===== src/common/router_settings.svh =====
`ifndef ROUTER_SETTINGS_SVH
`define ROUTER_SETTINGS_SVH

`define NUM_PORTS     5
`define FLIT_WIDTH    16
`define LEN_WIDTH     12
`define FLIT_ID_WIDTH 3

// id codes sit in the top bits of every flit
`define FLIT_HEAD 3'd1
`define FLIT_BODY 3'd2

`endif


===== src/common/arbPkg.sv =====
`default_nettype none
`include "router_settings.svh"

package arbPkg;

  // bit 0 is idle, bits 1 to 5 are L, N, E, W, S
  typedef logic [`NUM_PORTS:0] arbState_t;

  typedef enum logic [2:0] {
    PORT_L = 3'd0,
    PORT_N = 3'd1,
    PORT_E = 3'd2,
    PORT_W = 3'd3,
    PORT_S = 3'd4
  } portIdx_t;

  localparam arbState_t ARB_IDLE = 6'b000001;

  // maps a one-hot grant to its port, idle falls back to L
  function automatic portIdx_t grantPort(arbState_t g);
    portIdx_t p;
    p = PORT_L;
    for (int i = 0; i < `NUM_PORTS; i++)
    begin
      if (g[i + 1])
        p = portIdx_t'(i);
    end
    return p;
  endfunction

endpackage

`default_nettype wire


===== src/common/flitPkg.sv =====
`default_nettype none
`include "router_settings.svh"

package flitPkg;

  typedef struct packed {
    logic [`FLIT_ID_WIDTH-1:0] flitId;
    logic                      spare;
    logic [`LEN_WIDTH-1:0]     length; // quota is length+1 cycles of grant
  } headView_t;

  typedef struct packed {
    logic [`FLIT_ID_WIDTH-1:0]             flitId;
    logic [`FLIT_WIDTH-`FLIT_ID_WIDTH-1:0] payload;
  } bodyView_t;

  // the id field lines up in both views, so it can be read through either one
  typedef union packed {
    headView_t headView;
    bodyView_t bodyView;
  } flitWord_t;

endpackage

`default_nettype wire


===== src/arbiter/packetTimer.sv =====
`timescale 1ns/1ns
`default_nettype none
`include "router_settings.svh"

module packetTimer
(
  input  wire logic                  clk,
  input  wire logic                  rst,
  input  wire logic [`LEN_WIDTH-1:0] length,
  input  wire logic                  run,
  output logic                       timesUp
);

  logic [`LEN_WIDTH-1:0] count;

  // the first granted cycle sees count 0 because run was low before it
  always_ff @(posedge clk)
  begin
    if (rst)
      count <= '0;
    else if (!run)
      count <= '0;
    else
      count <= count + 1'b1;
  end

  assign timesUp = (count == length);

endmodule

`default_nettype wire


===== src/arbiter/roundArbiter.sv =====
`timescale 1ns/1ns
`default_nettype none
`include "router_settings.svh"

module roundArbiter
  import arbPkg::*;
(
  input  wire logic                  clk,
  input  wire logic                  rst,
  input  wire logic [`NUM_PORTS-1:0] req,
  input  wire logic [`LEN_WIDTH-1:0] lenL,
  input  wire logic [`LEN_WIDTH-1:0] lenN,
  input  wire logic [`LEN_WIDTH-1:0] lenE,
  input  wire logic [`LEN_WIDTH-1:0] lenW,
  input  wire logic [`LEN_WIDTH-1:0] lenS,
  output arbState_t                  grant
);

  arbState_t             nextState;
  portIdx_t              holder;
  logic                  holding;
  logic [`NUM_PORTS-1:0] runTimer;
  logic [`NUM_PORTS-1:0] timesUp;
  logic [`LEN_WIDTH-1:0] lenVec [`NUM_PORTS];

  assign lenVec[PORT_L] = lenL;
  assign lenVec[PORT_N] = lenN;
  assign lenVec[PORT_E] = lenE;
  assign lenVec[PORT_W] = lenW;
  assign lenVec[PORT_S] = lenS;

  for (genvar p = 0; p < `NUM_PORTS; p++)
  begin : genTimer
    packetTimer timer_i (
      .clk     (clk),
      .rst     (rst),
      .length  (lenVec[p]),
      .run     (runTimer[p]),
      .timesUp (timesUp[p])
    );
  end

  assign holder  = grantPort(grant);
  assign holding = |grant[`NUM_PORTS:1];

  always_ff @(posedge clk)
  begin
    if (rst)
      grant <= ARB_IDLE;
    else
      grant <= nextState;
  end

  always_comb
  begin
    int unsigned start;
    int unsigned idx;
    logic        found;

    nextState = ARB_IDLE;
    runTimer  = '0;
    found     = 1'b0;
    start     = 0;
    idx       = 0;

    if (holding && req[holder] && !timesUp[holder])
    begin
      runTimer[holder] = 1'b1; // holder keeps the output and its timer runs on
      nextState        = grant;
    end
    else
    begin
      // a holder scans from the port after itself, idle scans from L
      if (holding)
        start = int'(holder) + 1;
      for (int k = 0; k < `NUM_PORTS; k++)
      begin
        idx = start + k;
        if (idx >= `NUM_PORTS)
          idx = idx - `NUM_PORTS;
        // the last step of a holder's scan is the holder itself, which only wins from idle
        if (!found && req[idx] && !(holding && k == `NUM_PORTS - 1))
        begin
          found     = 1'b1;
          nextState = arbState_t'(6'b1 << (idx + 1));
        end
      end
    end
  end

endmodule

`default_nettype wire


===== src/verilog/flitDecoder.sv =====
`timescale 1ns/1ns
`default_nettype none
`include "router_settings.svh"

module flitDecoder
  import flitPkg::*;
(
  input  wire logic                clk,
  input  wire logic                rst,
  input  wire flitWord_t           inFlit,
  input  wire logic                inValid,
  output logic                     req,
  output logic [`FLIT_ID_WIDTH-1:0] flitId,
  output logic [`LEN_WIDTH-1:0]    pktLength,
  output flitWord_t                flitReg
);

  // the request simply follows valid one cycle later
  always_ff @(posedge clk)
  begin
    if (rst)
    begin
      req     <= 1'b0;
      flitReg <= '0;
    end
    else
    begin
      req     <= inValid;
      flitReg <= inFlit;
    end
  end

  // length is taken from the registered header, so it lands one cycle after the flit
  always_ff @(posedge clk)
  begin
    if (rst)
      pktLength <= '0;
    else if (req && flitReg.headView.flitId == `FLIT_HEAD)
      pktLength <= flitReg.headView.length;
  end

  assign flitId = flitReg.bodyView.flitId;

endmodule

`default_nettype wire


===== src/verilog/routerOutputStage.sv =====
`timescale 1ns/1ns
`default_nettype none
`include "router_settings.svh"

module routerOutputStage
  import flitPkg::*;
  import arbPkg::*;
(
  input  wire logic      clk,
  input  wire logic      rst,
  input  wire flitWord_t inLFlit,
  input  wire flitWord_t inNFlit,
  input  wire flitWord_t inEFlit,
  input  wire flitWord_t inWFlit,
  input  wire flitWord_t inSFlit,
  input  wire logic      inLValid,
  input  wire logic      inNValid,
  input  wire logic      inEValid,
  input  wire logic      inWValid,
  input  wire logic      inSValid,
  output flitWord_t      outFlit,
  output logic           outValid,
  output arbState_t      grant
);

  flitWord_t             inFlit    [`NUM_PORTS];
  flitWord_t             flitReg   [`NUM_PORTS];
  logic [`LEN_WIDTH-1:0] pktLength [`NUM_PORTS];
  logic [`NUM_PORTS-1:0] inValid;
  logic [`NUM_PORTS-1:0] req;

  assign inFlit[PORT_L] = inLFlit;
  assign inFlit[PORT_N] = inNFlit;
  assign inFlit[PORT_E] = inEFlit;
  assign inFlit[PORT_W] = inWFlit;
  assign inFlit[PORT_S] = inSFlit;
  assign inValid = {inSValid, inWValid, inEValid, inNValid, inLValid};

  for (genvar p = 0; p < `NUM_PORTS; p++)
  begin : genDecoder
    flitDecoder decoder_i (
      .clk       (clk),
      .rst       (rst),
      .inFlit    (inFlit[p]),
      .inValid   (inValid[p]),
      .req       (req[p]),
      .flitId    (),          // id is already inside the registered flit
      .pktLength (pktLength[p]),
      .flitReg   (flitReg[p])
    );
  end

  roundArbiter arbiter_i (
    .clk  (clk),
    .rst  (rst),
    .req  (req),
    .lenL (pktLength[PORT_L]),
    .lenN (pktLength[PORT_N]),
    .lenE (pktLength[PORT_E]),
    .lenW (pktLength[PORT_W]),
    .lenS (pktLength[PORT_S]),
    .grant (grant)
  );

  // registered valid is the request itself
  switchCrossbar crossbar_i (
    .grant    (grant),
    .flitL    (flitReg[PORT_L]),
    .flitN    (flitReg[PORT_N]),
    .flitE    (flitReg[PORT_E]),
    .flitW    (flitReg[PORT_W]),
    .flitS    (flitReg[PORT_S]),
    .validVec (req),
    .outFlit  (outFlit),
    .outValid (outValid)
  );

endmodule

`default_nettype wire


===== src/verilog/switchCrossbar.sv =====
`timescale 1ns/1ns
`default_nettype none
`include "router_settings.svh"

module switchCrossbar
  import flitPkg::*;
  import arbPkg::*;
(
  input  wire arbState_t             grant,
  input  wire flitWord_t             flitL,
  input  wire flitWord_t             flitN,
  input  wire flitWord_t             flitE,
  input  wire flitWord_t             flitW,
  input  wire flitWord_t             flitS,
  input  wire logic [`NUM_PORTS-1:0] validVec,
  output flitWord_t                  outFlit,
  output logic                       outValid
);

  flitWord_t flitVec [`NUM_PORTS];
  portIdx_t  sel;

  assign flitVec[PORT_L] = flitL;
  assign flitVec[PORT_N] = flitN;
  assign flitVec[PORT_E] = flitE;
  assign flitVec[PORT_W] = flitW;
  assign flitVec[PORT_S] = flitS;

  assign sel = grantPort(grant);

  always_comb
  begin
    if (grant == ARB_IDLE)
    begin
      outFlit  = '0; // nobody owns the channel
      outValid = 1'b0;
    end
    else
    begin
      outFlit  = flitVec[sel];
      outValid = validVec[sel];
    end
  end

endmodule

`default_nettype wire

===== config.mk =====
export PLATFORM = sky130hd
export DESIGN_NAME = routerOutputStage
export DESIGN_NICKNAME = d
export VERILOG_FILES = /design/src/common/arbPkg.sv /design/src/common/flitPkg.sv /design/src/arbiter/packetTimer.sv /design/src/arbiter/roundArbiter.sv /design/src/verilog/flitDecoder.sv /design/src/verilog/routerOutputStage.sv /design/src/verilog/switchCrossbar.sv
export VERILOG_INCLUDE_DIRS = /design/src /design/src/common
export SDC_FILE = /design/constraint.sdc
export NUM_CORES = 1
export LEC_CHECK = 0
export ABC_AREA = 1
export CAP_MARGIN = 20
export CORE_MARGIN = 4
export CORE_UTILIZATION = 61
export DETAILED_ROUTE_END_ITERATION = 6
export DONT_BUFFER_PORTS = 1
export HOLD_SLACK_MARGIN = 0.15
export PLACE_DENSITY = 0.78
export SYNTH_ARGS = -nofsm -noshare
export SYNTH_HDL_FRONTEND = slang
export SYNTH_HIERARCHICAL = 1
export SYNTH_SLANG_ARGS = --single-unit

===== constraint.sdc =====
create_clock -name clk -period 5.68 [get_ports clk]
set_clock_uncertainty 0.15 [all_clocks]
set_input_delay 0.284 -clock clk [delete_from_list [all_inputs] [get_ports clk]]
set_output_delay 0.284 -clock clk [all_outputs]
set_load 0.01 [all_outputs]

======== Yosys cells after proc, flatten, opt, wreduce, memory -nomap -nowiden ========
Cells that the tools add are included.
storage, ports and cells
  register bits ........................... 211
  output and inout bits ................... 23
  word-level logic and storage cells ...... 152
cells by class
  add/sub/neg operators ................... 20
  $lt $le $gt $ge ......................... 13
  eq/ne operators ......................... 11
  shift operators ......................... 5
  mux-type cells .......................... 51
  bitwise gates (word level) .............. 6
  reduce and logical (&&, ||, !) cells .... 25
operators by type and width
  cell                                                                                  count
  32-bit two-way mux                                                                    12
  32-bit by 1-bit adder with 32-bit output, second input constant                       6
  32-bit by 3-bit greater-or-equal comparator with 1-bit output, second input constant  5
  32-bit by 4-bit less-than comparator with 1-bit output, second input constant         5
  1-bit by 32-bit << shifter with 6-bit output, first input constant                    5
  32-bit by 3-bit subtractor with 32-bit output, second input constant                  5
  32-bit by 2-bit adder with 32-bit output, second input constant                       2
  12-bit by 1-bit adder with 12-bit output, second input constant                       5
  12-bit equality test                                                                  5
  16-bit binary-select mux with 3-bit select                                            1
  16-bit two-way mux                                                                    3
  32-bit by 3-bit adder with 32-bit output, second input constant                       1
  6-bit two-way mux                                                                     5
  1-bit binary-select mux with 3-bit select                                             7
  1-bit two-way mux                                                                     18
  3-bit by 1-bit equality test with 1-bit output, second input constant                 5
  1-bit logical AND                                                                     13
  2-bit OR reduction                                                                    5
  3-bit two-way mux                                                                     3
  6-bit by 1-bit equality test with 1-bit output, second input constant                 1
  1-bit logical NOT                                                                     6
  5-bit two-way mux                                                                     1
  1-bit inverter                                                                        5
  5-bit OR reduction                                                                    1
  6 further kinds                                                                       6

======== Depth between registers and ports, before layout ========
  depth after elaboration ................. 32
  depth in mapped cells ................... 31
  mapped depth without buffers ............ 30

======== By module ========
The synthesis kept the hierarchy.
modules (own cells, without submodules)
  module          instances  cells each  area an instance (µm²)  sequential area each (µm²)
  flitDecoder     5          137         1077.3                  580.6
  packetTimer     5          122         748.2                   240.2
  roundArbiter    1          417         2457.4                  120.1
  switchCrossbar  1          189         954.7                   0.0

======== Worst setup path before layout ========
No wires, ideal clock.
  path type ............................... reg2reg
  start point ............................. register arbiter_i.grant[5]
  end point ............................... register arbiter_i.grant[2]
  arrival time ............................ 3.793 ns
  slack ................................... 1.667 ns
  cell stages (with the launch flop) ...... 29
  path buffers ............................ 2
  path through ............................ dfxtp_1 -> buf_6 -> inv_4 -> nand2_2 -> buf_6 -> ha_1 -> inv_1 -> nand2_4 -> ha_1 -> inv_1 -> ha_1 -> inv_1 -> nor2_1 -> nor2_1 -> ha_1 -> nand2_1 -> nand2_1 -> nand2_1 -> inv_1 -> ha_1 -> inv_1 -> nand3_1 -> nor2_1 -> nand2_1 -> nor2_1 -> nor2_1 -> nand2_1 -> nand2_1 -> a21oi_1
on the way
  word-level cells in the longest chain between the ends .. 27
  elaborated cells between the ends (all ways) .. 79
  those cells by class .................... add/sub: 15; order compare: 5; shift: 5; mux: 40; reduce/logical: 14
RTL lines
  item                                                                               line                source
  start: declaration                                                                 roundArbiter.sv:16  output arbState_t grant
  start signal: assignment                                                           roundArbiter.sv:51  grant <= nextState;
  branches (longest 27 deep; another with 32-bit by 1-bit adder with 32-bit output)  --
Parallel ways; which one is timed is not known. The select of a mux whose other input is x is not followed.
A chain may end at the register's enable or synchronous reset.

======== Final worst setup path ========
  start point ............................. register arbiter_i.grant[4]
  end point ............................... register arbiter_i.grant[5]
on the way
  word-level cells in the longest chain between the ends .. 28
  elaborated cells between the ends (all ways) .. 80
  those cells by class .................... add/sub: 15; order compare: 5; shift: 5; mux: 41; reduce/logical: 14
RTL lines
  item
  branches (longest 28 deep; another with 32-bit by 1-bit adder with 32-bit output)
Parallel ways; which one is timed is not known. The select of a mux whose other input is x is not followed.

==> flow_metrics.tcl <==
set metrics [dict create \
    synth.top_cell.area_share_pct 33.7 \
    r2r_slack_ns 1.02 \
    path_clk_slew_ns 0.07 \
    postCtsHoldBufs 105 \
    wl_um 35300 \
    first_global_vias 11000 \
    period_minus_slack_ns 4.66 \
    worstSetupEndpointType "register" \
    power_density_nw_per_um2 499 \
    ys.flop_type "dfxtp_1" \
    cap_violations 0 \
    overflow 0 \
    rsz0062_at_grt "false" \
    crit_path_max_incr_delay_ns 0.66 \
    setup_violations 0 \
    max_freq_mhz 215 \
    grt_use_total_pct 30.1 \
    cp_num_buf_inv 6 \
    syn_to_final_growth_pct 12.5 \
    postSynth.asyncResetShare_pct 0 \
    hold_start "inNValid" \
    dpl.hpwl_um 24200 \
    status "completed" \
    antennaDiodeCount 0 \
    initial_core_util_pct 62.0 \
    r2r_cells 29 \
    cts_setup_buffers 0 \
    crit_top_cell "nand2_1" \
    yosysTopAreaCell "dfxtp_1" \
    final_nets 2078 \
    ys_warn_count 6 \
    worst_ep_arrival_time_ns 4.95 \
    path_max_fanout 11 \
    drive_above_1_share_pct 9.49 \
    remaining_drc_errors 0 \
    die_w_um 151 \
    routabilityCongestion 0.963 \
    yosysSeqAreaShare_pct 33.7 \
    power_leakage_nw 6.53 \
    holdPathStages 3 \
    cts_tree "yes" \
    viasPerCell 5.37 \
    synth.distinct_cells 49 \
    placed_cells 2105 \
    fin_crit_sh_pct 82.0 \
    htree_levels 1 \
    fill_cells 1642 \
    synth_cells 1901 \
    grt_start_max_net_pins 102 \
    final_util_pct 69.7 \
    crit_type "reg -> reg" \
    die_h_um 151 \
    cts_made_buffers 23 \
    dpl_cell_area_sq_um 12300 \
    ys_ff_latch 211 \
    avgSynthCellArea_sq_um 6.60 \
    drt_pass1_iterations 6 \
    num_rows 52 \
    worst_pin_slew_ns 0.903 \
    cts_root_buf "clkbuf_16" \
    synth_area_leaders "dfxtp_1 34%, nand2_1 13%, inv_1 9.3%" \
    maxSlewHeadroom_pct 39.7 \
    wl_per_cell_um 15.7 \
    rr_endpoint "arbiter_i/grant[5]" \
    finalNonFillerCells 2251 \
    drt_iter0_drc 1101 \
    core-area_sq_um 20200 \
    cp.required_ns 5.97 \
    clock_latency_ns 0.51 \
    stdcell_area_sq_um 14100 \
    die_area_sq_um 22900 \
    io_pins 110 \
    r2r_start "arbiter_i/grant[4]" \
    vdd_drop_max_mv 0.407 \
    io_buffers 0 \
    start_kind "register" \
    cpMaxStageDelayCell "dfxtp_1" \
    synth_edf_count 0 \
    fin_tns_setup_ns 0 \
    syn_area_sq_um 12500 \
    hold_path_class "in -> reg" \
    cts_sinks 211 \
    min_delay_worst_endpoint "genDecoder[1].decoder_i/req" \
    path_delay_family "simple AND/OR/NAND/NOR gates" \
    antenna_left 0 \
    ctsResizeCount 0 \
    vias 12100 \
    clockBufferDepth 3 \
    antenna_found_initial 0 \
    hold_violations 0 \
    grt_pass1_wl_um 54800 \
    drv_slew 0 \
]
[where the power goes]
part / switching [W] / internal (W)
clock: 0.000625 / 0.000873
combinational: 0.00269 / 0.00123
sequential: 0.0000768 / 0.00154
total: 0.00339 / 0.00365
[layout make-up]
cell class / instances / area [sq um] / share of cell area (%)
Clock buffer: 33 / 673 / 4.77
Clock inverter: 8 / 80.1 / 0.568
Inverter: 336 / 1270 / 8.98
Multi-Input combinational cell: 1287 / 6450 / 45.7
Sequential cell: 211 / 4220 / 29.9
Tap cell: 270 / 338 / 2.40
Timing Repair Buffer: 106 / 1080 / 7.63
[worst max path at each step]
stage / cells past startpoint / slack, ns / end / from
floorplan: 28 / 1.67 / arbiter_i/grant[2] / arbiter_i/grant[5]
global placement: 27 / 1.21 / arbiter_i/grant[2] / arbiter_i/grant[4]
detailed placement: 29 / 1.12 / arbiter_i/grant[5] / arbiter_i/grant[4]
CTS: 29 / 1.08 / arbiter_i/grant[5] / arbiter_i/grant[4]
global route: 26 / 0.65 / arbiter_i/grant[0] / arbiter_i/grant[3]
finish: 29 / 1.02 / arbiter_i/grant[5] / arbiter_i/grant[4]
[worst min-delay path: stages]
cell           delay, ns
dlygate4sd3_1       0.53
inv_1               0.05
nor2_1              0.03
[stage by stage]
stage	hold slack, ns	total power, W	setup WS (ns)
2_1_floorplan	0.196	0.00476	1.67
3_3_place_gp	0.215	0.00533	1.21
3_5_place_dp	0.218	0.00537	1.12
4_1_cts	0.262	0.00693	1.08
5_1_grt	0.291	0.00754	0.648
6_report	0.278	0.00704	1.02
[synth_stat cells, types with 2 or more instances]
cell,n
a21oi_1,102
nand4_1,12
o21ai_0,27
o21ai_1,15
nor3_2,2
nand3_1,184
o21a_1,6
buf_8,2
o21ai_2,2
inv_1,310
nor2_4,21
nor2_2,10
nand4_2,2
dfxtp_1,211
inv_2,23
xor2_1,26
or2_2,4
ha_1,26
a21oi_2,21
buf_6,18
buf_4,28
nand2_1,436
nand2_2,27
nor3_1,13
nor2_1,288
buf_2,17
nand3_4,3
nand3_2,20
inv_4,2
nand2_4,8
nand3b_1,3
clkbuf_8,5
xnor2_1,11
[flip-flops by register name (all words and copies together) (netlist names)]
name and count:
arbiter_i/grant 6, genDecoder.decoder_i/flitReg 80, genDecoder.decoder_i/pktLength 60, arbiter_i/genTimer.timer_i/count 60, genDecoder.decoder_i/req 5
[layer usage]
layer / up-vias / GRT usage, % / part of all wire [%]
li1: 5946 / - / -
met4: 0 / 13.6 / 4.9
met2: 540 / 48.0 / 45
met5: - / 0 / 0
met3: 134 / 4.82 / 7.8
met1: 5467 / 40.1 / 42
[kinds of logic (layout without fill, tap and decap cells)]
kind of cell / Yosys count / after routing / share of synthesized area (%)
compound gates: 182 / 182 / 8.48
xor+xnor: 38 / 38 / 2.71
fa+ha+maj: 26 / 26 / 2.59
buf+inv: 408 / 483 / 15.0
flops: 211 / 211 / 33.7
other cells: 1 / 6 / 0.0299
simple gates: 1035 / 1035 / 37.4
[cell usage in the layout, fill, tap and decap left out, types with 3 or more instances in the layout]
master and instances:
nand2_1 436, clkbuf_1 4, o21ai_0 27, xnor2_1 11
xor2_1 26, a21oi_2 21, nor2_1 288, nand3b_1 3
inv_1 310, nor3_1 13, dlygate4sd3_1 104, nand2_2 27
or2_2 4, clkbuf_8 6, conb_1 6, o21a_1 6
nand3_2 20, o21ai_1 15, a21oi_1 102, nand3_4 3
clkbuf_16 23, dfxtp_1 211, nand3_1 184, nand4_1 12
nor2_4 21, nor2_2 10, clkinvlp_4 3, nand2_4 8
inv_2 23, ha_1 26
Note: power is estimated with default switching activity, not from simulation.
